`src/common/rv_ctl_pkg.sv`:
```
// Control field encodings driven by the controller and decoded in the datapath and ALU.
package rv_ctl_pkg;

  // next pc source
  localparam logic [1:0] CTL_PC_PC4     = 2'b00;
  localparam logic [1:0] CTL_PC_PC_IMM  = 2'b01;
  localparam logic [1:0] CTL_PC_RS1_IMM = 2'b10;

  // alu operand sources
  localparam logic CTL_ALU_A_RS1 = 1'b0;
  localparam logic CTL_ALU_A_PC  = 1'b1;
  localparam logic CTL_ALU_B_RS2 = 1'b0;
  localparam logic CTL_ALU_B_IMM = 1'b1;

  // alu operation class, refined by funct3/funct7 inside the alu
  localparam logic [1:0] CTL_ALU_ADD    = 2'b00;
  localparam logic [1:0] CTL_ALU_OP     = 2'b01;
  localparam logic [1:0] CTL_ALU_OP_IMM = 2'b10;
  localparam logic [1:0] CTL_ALU_BRANCH = 2'b11;

  // register writeback source
  localparam logic [2:0] CTL_WRITEBACK_ALU  = 3'b000;
  localparam logic [2:0] CTL_WRITEBACK_DATA = 3'b001;
  localparam logic [2:0] CTL_WRITEBACK_PC4  = 3'b010;
  localparam logic [2:0] CTL_WRITEBACK_IMM  = 3'b011;

endpackage

```
`src/common/rv_isa_pkg.sv`:
```
// RV32I instruction set definitions shared by the core and the testbench.
// Holds the opcodes, the funct3 codes, the instruction formats and the reset vector.
package rv_isa_pkg;

  typedef enum logic [6:0] {
    OPCODE_LOAD     = 7'b0000011,
    OPCODE_MISC_MEM = 7'b0001111,
    OPCODE_OP_IMM   = 7'b0010011,
    OPCODE_AUIPC    = 7'b0010111,
    OPCODE_STORE    = 7'b0100011,
    OPCODE_OP       = 7'b0110011,
    OPCODE_LUI      = 7'b0110111,
    OPCODE_BRANCH   = 7'b1100011,
    OPCODE_JALR     = 7'b1100111,
    OPCODE_JAL      = 7'b1101111
  } opcode_t;

  // alu funct3
  localparam logic [2:0] F3_ADD_SUB = 3'b000;
  localparam logic [2:0] F3_SLL     = 3'b001;
  localparam logic [2:0] F3_SLT     = 3'b010;
  localparam logic [2:0] F3_SLTU    = 3'b011;
  localparam logic [2:0] F3_XOR     = 3'b100;
  localparam logic [2:0] F3_SR      = 3'b101;
  localparam logic [2:0] F3_OR      = 3'b110;
  localparam logic [2:0] F3_AND     = 3'b111;

  // branch funct3
  localparam logic [2:0] F3_BEQ  = 3'b000;
  localparam logic [2:0] F3_BNE  = 3'b001;
  localparam logic [2:0] F3_BLT  = 3'b100;
  localparam logic [2:0] F3_BGE  = 3'b101;
  localparam logic [2:0] F3_BLTU = 3'b110;
  localparam logic [2:0] F3_BGEU = 3'b111;

  localparam logic [31:0] RESET_VECTOR = 32'h0000_0000;

  typedef struct packed {
    logic [6:0] funct7;
    logic [4:0] rs2;
    logic [4:0] rs1;
    logic [2:0] funct3;
    logic [4:0] rd;
    logic [6:0] opcode;
  } r_type_t;

  typedef struct packed {
    logic [11:0] imm_11_0;
    logic [4:0]  rs1;
    logic [2:0]  funct3;
    logic [4:0]  rd;
    logic [6:0]  opcode;
  } i_type_t;

  typedef struct packed {
    logic [6:0] imm_11_5;
    logic [4:0] rs2;
    logic [4:0] rs1;
    logic [2:0] funct3;
    logic [4:0] imm_4_0;
    logic [6:0] opcode;
  } s_type_t;

  typedef struct packed {
    logic       imm_12;
    logic [5:0] imm_10_5;
    logic [4:0] rs2;
    logic [4:0] rs1;
    logic [2:0] funct3;
    logic [3:0] imm_4_1;
    logic       imm_11;
    logic [6:0] opcode;
  } b_type_t;

  typedef struct packed {
    logic [19:0] imm_31_12;
    logic [4:0]  rd;
    logic [6:0]  opcode;
  } u_type_t;

  typedef struct packed {
    logic       imm_20;
    logic [9:0] imm_10_1;
    logic       imm_11;
    logic [7:0] imm_19_12;
    logic [4:0] rd;
    logic [6:0] opcode;
  } j_type_t;

  // one instruction word, seen through each encoding format
  typedef union packed {
    r_type_t r;
    i_type_t i;
    s_type_t s;
    b_type_t b;
    u_type_t u;
    j_type_t j;
  } instr_t;

endpackage

```
`src/common/ctl_if.sv`:
```
// Control bundle between the controller and the datapath.
// All fields are combinational and valid within the current cycle.
interface ctl_if;
  logic       regfile_write_enable;
  logic       alu_operand_a_select;
  logic       alu_operand_b_select;
  logic [1:0] alu_op_type;
  logic       data_mem_read_enable;
  logic       data_mem_write_enable;
  logic [2:0] reg_writeback_select;
  logic [1:0] next_pc_select;
  // branch outcome back from the alu
  logic       take_branch;

  modport control (
    output regfile_write_enable, alu_operand_a_select, alu_operand_b_select, alu_op_type,
    output data_mem_read_enable, data_mem_write_enable, reg_writeback_select, next_pc_select,
    input  take_branch
  );

  modport datapath (
    input  regfile_write_enable, alu_operand_a_select, alu_operand_b_select, alu_op_type,
    input  data_mem_read_enable, data_mem_write_enable, reg_writeback_select, next_pc_select,
    output take_branch
  );
endinterface

```
`src/datapath/alu.sv`:
```
// Integer ALU of the core, also used for the branch comparison.
// The operation class comes from the controller, the detail from funct3/funct7.
module alu (
  input  logic [1:0]  op_type,
  input  logic [2:0]  funct3,
  input  logic        funct7_5,
  input  logic [31:0] operand_a,
  input  logic [31:0] operand_b,
  output logic [31:0] result
);

  logic [4:0]  shamt;
  logic [31:0] sra_result;
  logic        branch_cond;

  assign shamt      = operand_b[4:0];
  assign sra_result = $signed(operand_a) >>> shamt;

  always_comb begin
    case (funct3)
      rv_isa_pkg::F3_BEQ:  branch_cond = operand_a == operand_b;
      rv_isa_pkg::F3_BNE:  branch_cond = operand_a != operand_b;
      rv_isa_pkg::F3_BLT:  branch_cond = $signed(operand_a) < $signed(operand_b);
      rv_isa_pkg::F3_BGE:  branch_cond = $signed(operand_a) >= $signed(operand_b);
      rv_isa_pkg::F3_BLTU: branch_cond = operand_a < operand_b;
      rv_isa_pkg::F3_BGEU: branch_cond = operand_a >= operand_b;
      default:             branch_cond = 1'b0;
    endcase
  end

  always_comb begin
    case (op_type)
      rv_ctl_pkg::CTL_ALU_OP, rv_ctl_pkg::CTL_ALU_OP_IMM: begin
        case (funct3)
          rv_isa_pkg::F3_ADD_SUB: begin
            // sub only exists in the register form, addi reuses the bit as immediate
            if (op_type == rv_ctl_pkg::CTL_ALU_OP && funct7_5) begin
              result = operand_a - operand_b;
            end else begin
              result = operand_a + operand_b;
            end
          end
          rv_isa_pkg::F3_SLL:  result = operand_a << shamt;
          rv_isa_pkg::F3_SLT:  result = {31'd0, $signed(operand_a) < $signed(operand_b)};
          rv_isa_pkg::F3_SLTU: result = {31'd0, operand_a < operand_b};
          rv_isa_pkg::F3_XOR:  result = operand_a ^ operand_b;
          rv_isa_pkg::F3_SR:   result = funct7_5 ? sra_result : (operand_a >> shamt);
          rv_isa_pkg::F3_OR:   result = operand_a | operand_b;
          default:             result = operand_a & operand_b;
        endcase
      end
      rv_ctl_pkg::CTL_ALU_BRANCH: result = {31'd0, branch_cond};
      // address and pc arithmetic
      default: result = operand_a + operand_b;
    endcase
  end

endmodule

```
`src/datapath/regfile.sv`:
```
// Integer register file, two combinational read ports and one write port.
// x0 reads as zero and ignores writes.
module regfile (
  input  logic        clock,
  input  logic        write_enable,
  input  logic [4:0]  rd_addr,
  input  logic [4:0]  rs1_addr,
  input  logic [4:0]  rs2_addr,
  input  logic [31:0] rd_data,
  output logic [31:0] rs1_data,
  output logic [31:0] rs2_data
);

  logic [31:0] regs [32];

  always_ff @(posedge clock) begin
    if (write_enable && rd_addr != 5'd0) begin
      regs[rd_addr] <= rd_data;
    end
  end

  assign rs1_data = (rs1_addr == 5'd0) ? 32'd0 : regs[rs1_addr];
  assign rs2_data = (rs2_addr == 5'd0) ? 32'd0 : regs[rs2_addr];

endmodule

```
`src/datapath/singlecycle_datapath.sv`:
```
// Datapath of the single-cycle core: pc, immediates, register file, alu and muxes.
// Retires one instruction per clock under control of singlecycle_control.
module singlecycle_datapath (
  input  logic               clock,
  input  logic               reset,
  input  rv_isa_pkg::instr_t inst_data,
  output logic [31:0]        inst_addr,
  output logic [31:0]        data_addr,
  output logic [31:0]        data_wdata,
  input  logic [31:0]        data_rdata,
  output logic               data_read_enable,
  output logic               data_write_enable,
  ctl_if.datapath            ctl
);

  logic [31:0] pc;
  logic [31:0] pc_plus_4;
  logic [31:0] next_pc;
  logic [31:0] imm_i;
  logic [31:0] imm_s;
  logic [31:0] imm_b;
  logic [31:0] imm_u;
  logic [31:0] imm_j;
  logic [31:0] imm;
  logic [31:0] rs1_data;
  logic [31:0] rs2_data;
  logic [31:0] rd_data;
  logic [31:0] alu_operand_a;
  logic [31:0] alu_operand_b;
  logic [31:0] alu_result;
  logic        regfile_write_enable;

  always_ff @(posedge clock) begin
    if (reset) begin
      pc <= rv_isa_pkg::RESET_VECTOR;
    end else begin
      pc <= next_pc;
    end
  end

  assign inst_addr = pc;
  assign pc_plus_4 = pc + 32'd4;

  // immediates, sign extended from the top instruction bit
  assign imm_i = {{20{inst_data.i.imm_11_0[11]}}, inst_data.i.imm_11_0};
  assign imm_s = {{20{inst_data.s.imm_11_5[6]}}, inst_data.s.imm_11_5, inst_data.s.imm_4_0};
  assign imm_b = {{19{inst_data.b.imm_12}}, inst_data.b.imm_12, inst_data.b.imm_11,
                  inst_data.b.imm_10_5, inst_data.b.imm_4_1, 1'b0};
  assign imm_u = {inst_data.u.imm_31_12, 12'b0};
  assign imm_j = {{11{inst_data.j.imm_20}}, inst_data.j.imm_20, inst_data.j.imm_19_12,
                  inst_data.j.imm_11, inst_data.j.imm_10_1, 1'b0};

  always_comb begin
    case (rv_isa_pkg::opcode_t'(inst_data.r.opcode))
      rv_isa_pkg::OPCODE_STORE:  imm = imm_s;
      rv_isa_pkg::OPCODE_BRANCH: imm = imm_b;
      rv_isa_pkg::OPCODE_LUI:    imm = imm_u;
      rv_isa_pkg::OPCODE_AUIPC:  imm = imm_u;
      rv_isa_pkg::OPCODE_JAL:    imm = imm_j;
      default:                   imm = imm_i;
    endcase
  end

  // nothing is committed while reset is held
  assign regfile_write_enable = ctl.regfile_write_enable & ~reset;
  assign data_read_enable     = ctl.data_mem_read_enable & ~reset;
  assign data_write_enable    = ctl.data_mem_write_enable & ~reset;

  regfile regs (
    .clock        (clock),
    .write_enable (regfile_write_enable),
    .rd_addr      (inst_data.r.rd),
    .rs1_addr     (inst_data.r.rs1),
    .rs2_addr     (inst_data.r.rs2),
    .rd_data      (rd_data),
    .rs1_data     (rs1_data),
    .rs2_data     (rs2_data)
  );

  assign alu_operand_a = (ctl.alu_operand_a_select == rv_ctl_pkg::CTL_ALU_A_PC) ? pc : rs1_data;
  assign alu_operand_b = (ctl.alu_operand_b_select == rv_ctl_pkg::CTL_ALU_B_IMM) ? imm : rs2_data;

  alu alu (
    .op_type   (ctl.alu_op_type),
    .funct3    (inst_data.r.funct3),
    .funct7_5  (inst_data.r.funct7[5]),
    .operand_a (alu_operand_a),
    .operand_b (alu_operand_b),
    .result    (alu_result)
  );

  assign ctl.take_branch = (ctl.alu_op_type == rv_ctl_pkg::CTL_ALU_BRANCH) & alu_result[0];

  // loads and stores always address rs1+imm
  assign data_addr  = alu_result;
  assign data_wdata = rs2_data;

  always_comb begin
    case (ctl.reg_writeback_select)
      rv_ctl_pkg::CTL_WRITEBACK_DATA: rd_data = data_rdata;
      rv_ctl_pkg::CTL_WRITEBACK_PC4:  rd_data = pc_plus_4;
      rv_ctl_pkg::CTL_WRITEBACK_IMM:  rd_data = imm;
      default:                        rd_data = alu_result;
    endcase
  end

  always_comb begin
    case (ctl.next_pc_select)
      rv_ctl_pkg::CTL_PC_PC_IMM:  next_pc = pc + imm;
      // jalr target, lowest bit dropped
      rv_ctl_pkg::CTL_PC_RS1_IMM: next_pc = {alu_result[31:1], 1'b0};
      default:                    next_pc = pc_plus_4;
    endcase
  end

endmodule

```
`src/simple_core.sv`:
```
// Top level of the single-cycle RV32I core.
// Memories sit outside and answer combinationally on the plain ports.
module simple_core (
  input  logic        clock,
  input  logic        reset,
  output logic [31:0] inst_addr,
  input  logic [31:0] inst_data,
  output logic [31:0] data_addr,
  output logic [31:0] data_wdata,
  input  logic [31:0] data_rdata,
  output logic        data_read_enable,
  output logic        data_write_enable
);

  ctl_if ctl ();

  singlecycle_control control (
    .inst_opcode (rv_isa_pkg::opcode_t'(inst_data[6:0])),
    .ctl         (ctl.control)
  );

  singlecycle_datapath datapath (
    .clock             (clock),
    .reset             (reset),
    .inst_data         (inst_data),
    .inst_addr         (inst_addr),
    .data_addr         (data_addr),
    .data_wdata        (data_wdata),
    .data_rdata        (data_rdata),
    .data_read_enable  (data_read_enable),
    .data_write_enable (data_write_enable),
    .ctl               (ctl.datapath)
  );

endmodule

```
`src/singlecycle_control.sv`:
```
// Main decoder of the single-cycle core.
// Turns the opcode into the full set of datapath controls in zero cycles.
module singlecycle_control (
  input rv_isa_pkg::opcode_t inst_opcode,
  ctl_if.control             ctl
);

  always_comb begin
    // unknown opcodes and fence fall through as a nop
    ctl.regfile_write_enable  = 1'b0;
    ctl.alu_operand_a_select  = rv_ctl_pkg::CTL_ALU_A_RS1;
    ctl.alu_operand_b_select  = rv_ctl_pkg::CTL_ALU_B_RS2;
    ctl.alu_op_type           = rv_ctl_pkg::CTL_ALU_ADD;
    ctl.data_mem_read_enable  = 1'b0;
    ctl.data_mem_write_enable = 1'b0;
    ctl.reg_writeback_select  = rv_ctl_pkg::CTL_WRITEBACK_ALU;
    case (inst_opcode)
      rv_isa_pkg::OPCODE_LOAD: begin
        ctl.regfile_write_enable = 1'b1;
        ctl.alu_operand_b_select = rv_ctl_pkg::CTL_ALU_B_IMM;
        ctl.data_mem_read_enable = 1'b1;
        ctl.reg_writeback_select = rv_ctl_pkg::CTL_WRITEBACK_DATA;
      end
      rv_isa_pkg::OPCODE_STORE: begin
        ctl.alu_operand_b_select  = rv_ctl_pkg::CTL_ALU_B_IMM;
        ctl.data_mem_write_enable = 1'b1;
      end
      rv_isa_pkg::OPCODE_OP_IMM: begin
        ctl.regfile_write_enable = 1'b1;
        ctl.alu_operand_b_select = rv_ctl_pkg::CTL_ALU_B_IMM;
        ctl.alu_op_type          = rv_ctl_pkg::CTL_ALU_OP_IMM;
      end
      rv_isa_pkg::OPCODE_OP: begin
        ctl.regfile_write_enable = 1'b1;
        ctl.alu_op_type          = rv_ctl_pkg::CTL_ALU_OP;
      end
      rv_isa_pkg::OPCODE_AUIPC: begin
        ctl.regfile_write_enable = 1'b1;
        ctl.alu_operand_a_select = rv_ctl_pkg::CTL_ALU_A_PC;
        ctl.alu_operand_b_select = rv_ctl_pkg::CTL_ALU_B_IMM;
      end
      rv_isa_pkg::OPCODE_LUI: begin
        // immediate goes straight to rd, alu result unused
        ctl.regfile_write_enable = 1'b1;
        ctl.reg_writeback_select = rv_ctl_pkg::CTL_WRITEBACK_IMM;
      end
      rv_isa_pkg::OPCODE_BRANCH: begin
        ctl.alu_op_type = rv_ctl_pkg::CTL_ALU_BRANCH;
      end
      rv_isa_pkg::OPCODE_JALR: begin
        // alu forms rs1+imm as the jump target
        ctl.regfile_write_enable = 1'b1;
        ctl.alu_operand_b_select = rv_ctl_pkg::CTL_ALU_B_IMM;
        ctl.reg_writeback_select = rv_ctl_pkg::CTL_WRITEBACK_PC4;
      end
      rv_isa_pkg::OPCODE_JAL: begin
        ctl.regfile_write_enable = 1'b1;
        ctl.alu_operand_a_select = rv_ctl_pkg::CTL_ALU_A_PC;
        ctl.alu_operand_b_select = rv_ctl_pkg::CTL_ALU_B_IMM;
        ctl.reg_writeback_select = rv_ctl_pkg::CTL_WRITEBACK_PC4;
      end
      default: begin
      end
    endcase
  end

  // kept apart from the main decode since it depends on the branch outcome
  always_comb begin
    case (inst_opcode)
      rv_isa_pkg::OPCODE_BRANCH:
        ctl.next_pc_select = ctl.take_branch ? rv_ctl_pkg::CTL_PC_PC_IMM
                                             : rv_ctl_pkg::CTL_PC_PC4;
      rv_isa_pkg::OPCODE_JALR: ctl.next_pc_select = rv_ctl_pkg::CTL_PC_RS1_IMM;
      rv_isa_pkg::OPCODE_JAL:  ctl.next_pc_select = rv_ctl_pkg::CTL_PC_PC_IMM;
      default:                 ctl.next_pc_select = rv_ctl_pkg::CTL_PC_PC4;
    endcase
  end

endmodule

```
`config.mk`:
```
export PLATFORM = sky130hd
export DESIGN_NAME = simple_core
export DESIGN_NICKNAME = d
export VERILOG_FILES = /design/src/common/rv_ctl_pkg.sv /design/src/common/rv_isa_pkg.sv /design/src/common/ctl_if.sv /design/src/datapath/alu.sv /design/src/datapath/regfile.sv /design/src/datapath/singlecycle_datapath.sv /design/src/simple_core.sv /design/src/singlecycle_control.sv
export SDC_FILE = /design/constraint.sdc
export NUM_CORES = 2
export LEC_CHECK = 0
export BUFFER_PORTS_ARGS = -buffer_cell sky130_fd_sc_hd__clkbuf_2
export CAP_MARGIN = 25
export CORE_ASPECT_RATIO = 0.9
export CORE_MARGIN = 4
export CORE_UTILIZATION = 58
export DETAILED_ROUTE_END_ITERATION = 7
export GPL_TIMING_DRIVEN = 0
export PLACE_DENSITY = 0.86
export SETUP_SLACK_MARGIN = 0.05
export SLEW_MARGIN = 10
export SYNTH_ARGS = -nofsm -noshare
export SYNTH_HDL_FRONTEND = slang
export SYNTH_SLANG_ARGS = --single-unit
```
`constraint.sdc`:
```
create_clock -name clock -period 7.4 [get_ports clock]
set_input_delay 0.37 -clock clock [delete_from_list [all_inputs] [get_ports clock]]
set_output_delay 0.37 -clock clock [all_outputs]
set_load 0.02 [all_outputs]
```
==> results of run 1 <==
==> kinds of logic after synthesis <==
group,count (synthesis)
compound gates,1093
flops,1056
simple gates,925
mux,718
buf+inv,504
fa+ha+maj,137
xor+xnor,99
other cells,1
==> Yosys cell counts (67+ instances only) <==
cell type / number
edfxtp_1: 1024
nand2_1: 267
clkbuf_1: 211
o21ai_0: 195
nand3_1: 137
a22oi_1: 67
ha_1: 134
o22ai_1: 67
mux2i_1: 192
a21oi_1: 183
mux4_2: 494
nor2_1: 251
inv_1: 159
==> through the flow <==
| stage | hold WS (ps) | setup WS (ps) | TNS (ps) |
|---|---|---|---|
| CTS | 171 | 25.5 | 0 |
| floorplan | 611 | 23.3 | 0 |
| detailed placement | 719 | -4260 | -2582670 |
| global placement | 660 | -4830 | -3898730 |
==> repair_timing <==
item,in CTS
setup buffers,38
pin swaps,40
endpoints found under the hold margin,0
resized for setup,501
setup endpoints to repair,1088
cloned,0
==> per-layer routing <==
metal,global-route usage,GRT overflow
met4,0.683,216
met2,0.872,156
met1,0.819,55
met3,0.722,46
met5,0.515,2
==> metrics.cfg, run 1 <==
[clock_tree]
clockRootBuffer = clkbuf_16
numCtsBuffers = 92
hold_buffers = 0
clkSinkCount = 1056
htree_num_levels = 3
clockBufferDepth = 3

[synth]
synth-main-ff-cell = edfxtp_1
synthSimpleGateAreaFrac = 0.0710
synthTopCellsByArea = edfxtp_1 (50%), mux4_2 (18%), mux2i_1 (3.1%), ha_1 (2.7%), nand2_1 (1.6%)
yosysSeqAreaShare = 0.509
avgSynthCellArea_um2 = 13.6
synth_xor_area_frac = 0.0141
syn-instance-count = 4533
synth-edff-count = 1024
yosys-mux-area-fraction = 0.217
ys_seq_elements = 1056
yosys.area_share.adder = 0.0282
synth_async_sr_flop_share = 0
synth_top_cell_area_share = 0.499
synth_area_um2 = 61700
synth_top_family_by_area = multiplexers
yosys.area.top_type = edfxtp_1
synth_compound_area_frac = 0.125
yosys.cell_types.count = 100
yosysWarnings = 0

[floorplanning]
start_util = 0.585
io_pins = 164
rows = 113
die_h_um = 317
die_w_um = 352

[status]
stop_stage = global routing (5_1_grt)
outcome = aborted with a tool error
error_line = [ERROR GRT-0116] Global routing finished with congestion. Check the congestion regions in the DRC Viewer.

[global_routing]
grt_overflow = 475
grt_pass1_vias = 64500
grt_max_degree = 33
grtUsageTotal = 0.785
grt_pass1_wl_mm = 594

[placement]
place_inst = 6232
portBuffers = 155
gp_congestion = 1.16
place_area_um2 = 66600
hpwl_mm = 260

==> inputs of run 2 (changes only) <==
--- a/config.mk
+++ b/config.mk
@@ -7,13 +7,11 @@
 export LEC_CHECK = 0
 export BUFFER_PORTS_ARGS = -buffer_cell sky130_fd_sc_hd__clkbuf_2
 export CAP_MARGIN = 25
-export CORE_ASPECT_RATIO = 0.9
 export CORE_MARGIN = 4
-export CORE_UTILIZATION = 58
+export CORE_UTILIZATION = 40
 export DETAILED_ROUTE_END_ITERATION = 7
 export GPL_TIMING_DRIVEN = 0
-export PLACE_DENSITY = 0.86
-export SETUP_SLACK_MARGIN = 0.05
+export PLACE_DENSITY_LB_ADDON = 0.15
 export SLEW_MARGIN = 10
 export SYNTH_ARGS = -nofsm -noshare
 export SYNTH_HDL_FRONTEND = slang
==> constraint.sdc (replaced) <==
create_clock -name clock -period 9.62 [get_ports clock]
set_input_delay 0.481 -clock clock [delete_from_list [all_inputs] [get_ports clock]]
set_output_delay 0.481 -clock clock [all_outputs]
set_load 0.02 [all_outputs]
==> metrics.cfg, run 2 <==
[global_routing]
grt_max_degree = 33
grt_overflow = 0
grtUsageTotal = 0.404
grt_pass1_wl_mm = 438
top_usage_layer = met2
gr-usage-met2 = 0.574
grt_pass1_vias = 47800
antenna_found_initial = 25
met1_usage = 0.517
met3_usage = 0.134

[clock_tree]
cts_tree = yes
clkSinkCount = 1056
numCtsBuffers = 114
htree_num_levels = 3
insertion_delay_ps = 790
clk_pin_slew_worst_paths_ps = 60
clockRootBuffer = clkbuf_16
clockBufferDepth = 3

[cells_and_area]
final_common_cell = edfxtp_1
design_area_um2 = 72600
nets = 5201
multi_input_area_um2 = 28900
final_util = 0.476
largest_reg_flops = 1024
final_cell_mix = edfxtp_1 (1024), mux4_2 (494), nand2_1 (267), nor2_1 (219), clkbuf_2 (210)
seq_area_um2 = 31400
finalNonFillerCells = 7145
fill_cells = 13500
area_growth_pct = 17.7
regMostFlops = datapath.regs.regs
drive_gt1_frac = 0.258

[worst_hold_path]
hp-class = input pin to flop
min_to = datapath.regs.regs[21][2]
whs_path_depth = 2
min_from = inst_data[10]

[route]
drtAntennaViolNets = 0
viasPerCell = 7.15
drtPass1Iterations = 8
drcViolationCount = 0
wl_per_cell_um = 46.6
vias = 51100
wirelength_mm = 333
initialDrtViolationCount = 8906

[synth]
synth_commonest_cells = edfxtp_1 (1024), mux4_2 (494), nand2_1 (267)
yosysWarnings = 0
synthTopCellsByArea = edfxtp_1 (50%), mux4_2 (18%), mux2i_1 (3.1%), ha_1 (2.7%), nand2_1 (1.6%)
yosysMostFrequentCell = edfxtp_1
yosys.area.top_type = edfxtp_1
synth_area_um2 = 61700
syn-instance-count = 4533
synth_async_sr_flop_share = 0
yosys.cell_types.count = 100
synth-main-ff-cell = edfxtp_1
synth-edff-count = 1024
ys_seq_elements = 1056
yosysSeqAreaShare = 0.509
avgSynthCellArea_um2 = 13.6
synth_top_cell_area_share = 0.499

[pwr]
p_per_area_nw_per_um2 = 210
peakVddDrop_mv = 0.171
fin_total_pwr_mw = 15.3
p_leak_nw = 25.4

[worst_setup_path]
timing.rr.start = datapath.regs.regs[0][1]
rrSetupSlack_ps = 110
cp-start-kind = input pin
slowest_delay_ps = 650
crit_slowest_cell = a41oi_1
cp-end-kind = flop
worstSetupPathType = input pin to flop
rr_worst_depth = 28
r2r-end = datapath.inst_addr[13]
crit_arrival_ps = 10420
worstPathRequired_ps = 10300
path_max_fanout = 10
critPathMostFrequentCell = buf_4

[floorplanning]
coreArea_um2 = 153000
die_area_um2 = 161000
die_h_um = 401
rows = 143
start_util = 0.404
io_pins = 164
die_w_um = 401

[sta]
finalCriticalPeriod_ps = 9740
relSlewSlack = 0.0557
worst_pin_slew_ps = 1420
setup_viol = 7
whs_ps = 299
setup_tns_ps = -330
timing.final.crit_share = 1.01
fmax_mhz = 103
setup_ws_ps = -118
rsz0062_at_grt = false
report.final.slew_viol_count = 0
fin_worst_skew_ps = 120
hold_viol = 0

[placement]
place_inst = 6914
dpl_worst_slack_ps = -2200
gp_congestion = 1.05
place_area_um2 = 68300
hpwl_mm = 252
portBuffers = 155

[status]
violations = negative setup slack
outcome = complete, but fails checks

[run]
drv_cap = 0

-- run 2: cell counts after synthesis --
No cell type changed its count.
-- run 2: final cells by class --
| cell class | instances | share of cell area |
|---|---|---|
| Sequential cell | 1056 | 0.432 |
| Multi-Input combinational cell | 3004 | 0.398 |
| Timing Repair Buffer | 329 | 0.0493 |
| Clock buffer | 137 | 0.0408 |
| Tap cell | 2030 | 0.0350 |
| Buffer | 330 | 0.0233 |
| Clock inverter | 77 | 0.0122 |
| Inverter | 163 | 0.00848 |
| Antenna cell | 19 | 0.000655 |
-- run 2: what timing repair did --
action                                  4_1_cts  5_1_grt
endpoints found under the setup margin      274       42
pin swaps                                     1        1
hold buffers                                  0        0
resized for setup                            67       60
buffers inserted                              1        3
-- run 2: cell families after synthesis --
family | synth area share
compound gates | 0.125
flops | 0.509
xor+xnor | 0.0141
buf+inv | 0.0353
other cells | 0.0000608
fa+ha+maj | 0.0282
mux | 0.217
simple gates | 0.0710
-- run 2: report_power, final --
group / leakage (nW) / total, mW / internal, mW / switching (mW)
registers: 9.50 / 5.87 / 5.84 / 0.0348
logic: 14.0 / 4.83 / 1.37 / 3.47
clock network: 1.86 / 4.57 / 2.60 / 1.97
total: 25.4 / 15.3 / 9.81 / 5.47
-- run 2: worst max path at each step --
stage                              from                         end  slack [ps]  cells after the start
after floorplan           inst_data[20]       datapath.inst_addr[1]        1480                     30
after global placement    inst_data[20]  datapath.regs.regs[13][29]       -4620                     26
after detailed placement  inst_data[20]      datapath.inst_addr[13]       -2200                     36
after CTS                 inst_data[16]       datapath.inst_addr[1]           8                     34
after global routing      inst_data[21]       datapath.inst_addr[1]           5                     35
final                     inst_data[21]      datapath.inst_addr[13]        -120                     31
-- run 2: per-layer routing --
layer	share of wire	routed length, um
met1	0.36	119000
met2	0.42	139000
met3	0.14	45400
met4	0.090	30100
met5	0.00051	171
-- run 2: worst max-delay path: cells and delay by family --
kind / cells / cell delay [ps]
compound gates: 11 / 3170
fa+ha+maj: 2 / 380
simple gates: 4 / 1300
mux: 3 / 1360
buf+inv: 11 / 3670
(Power assumes the default switching activity.)
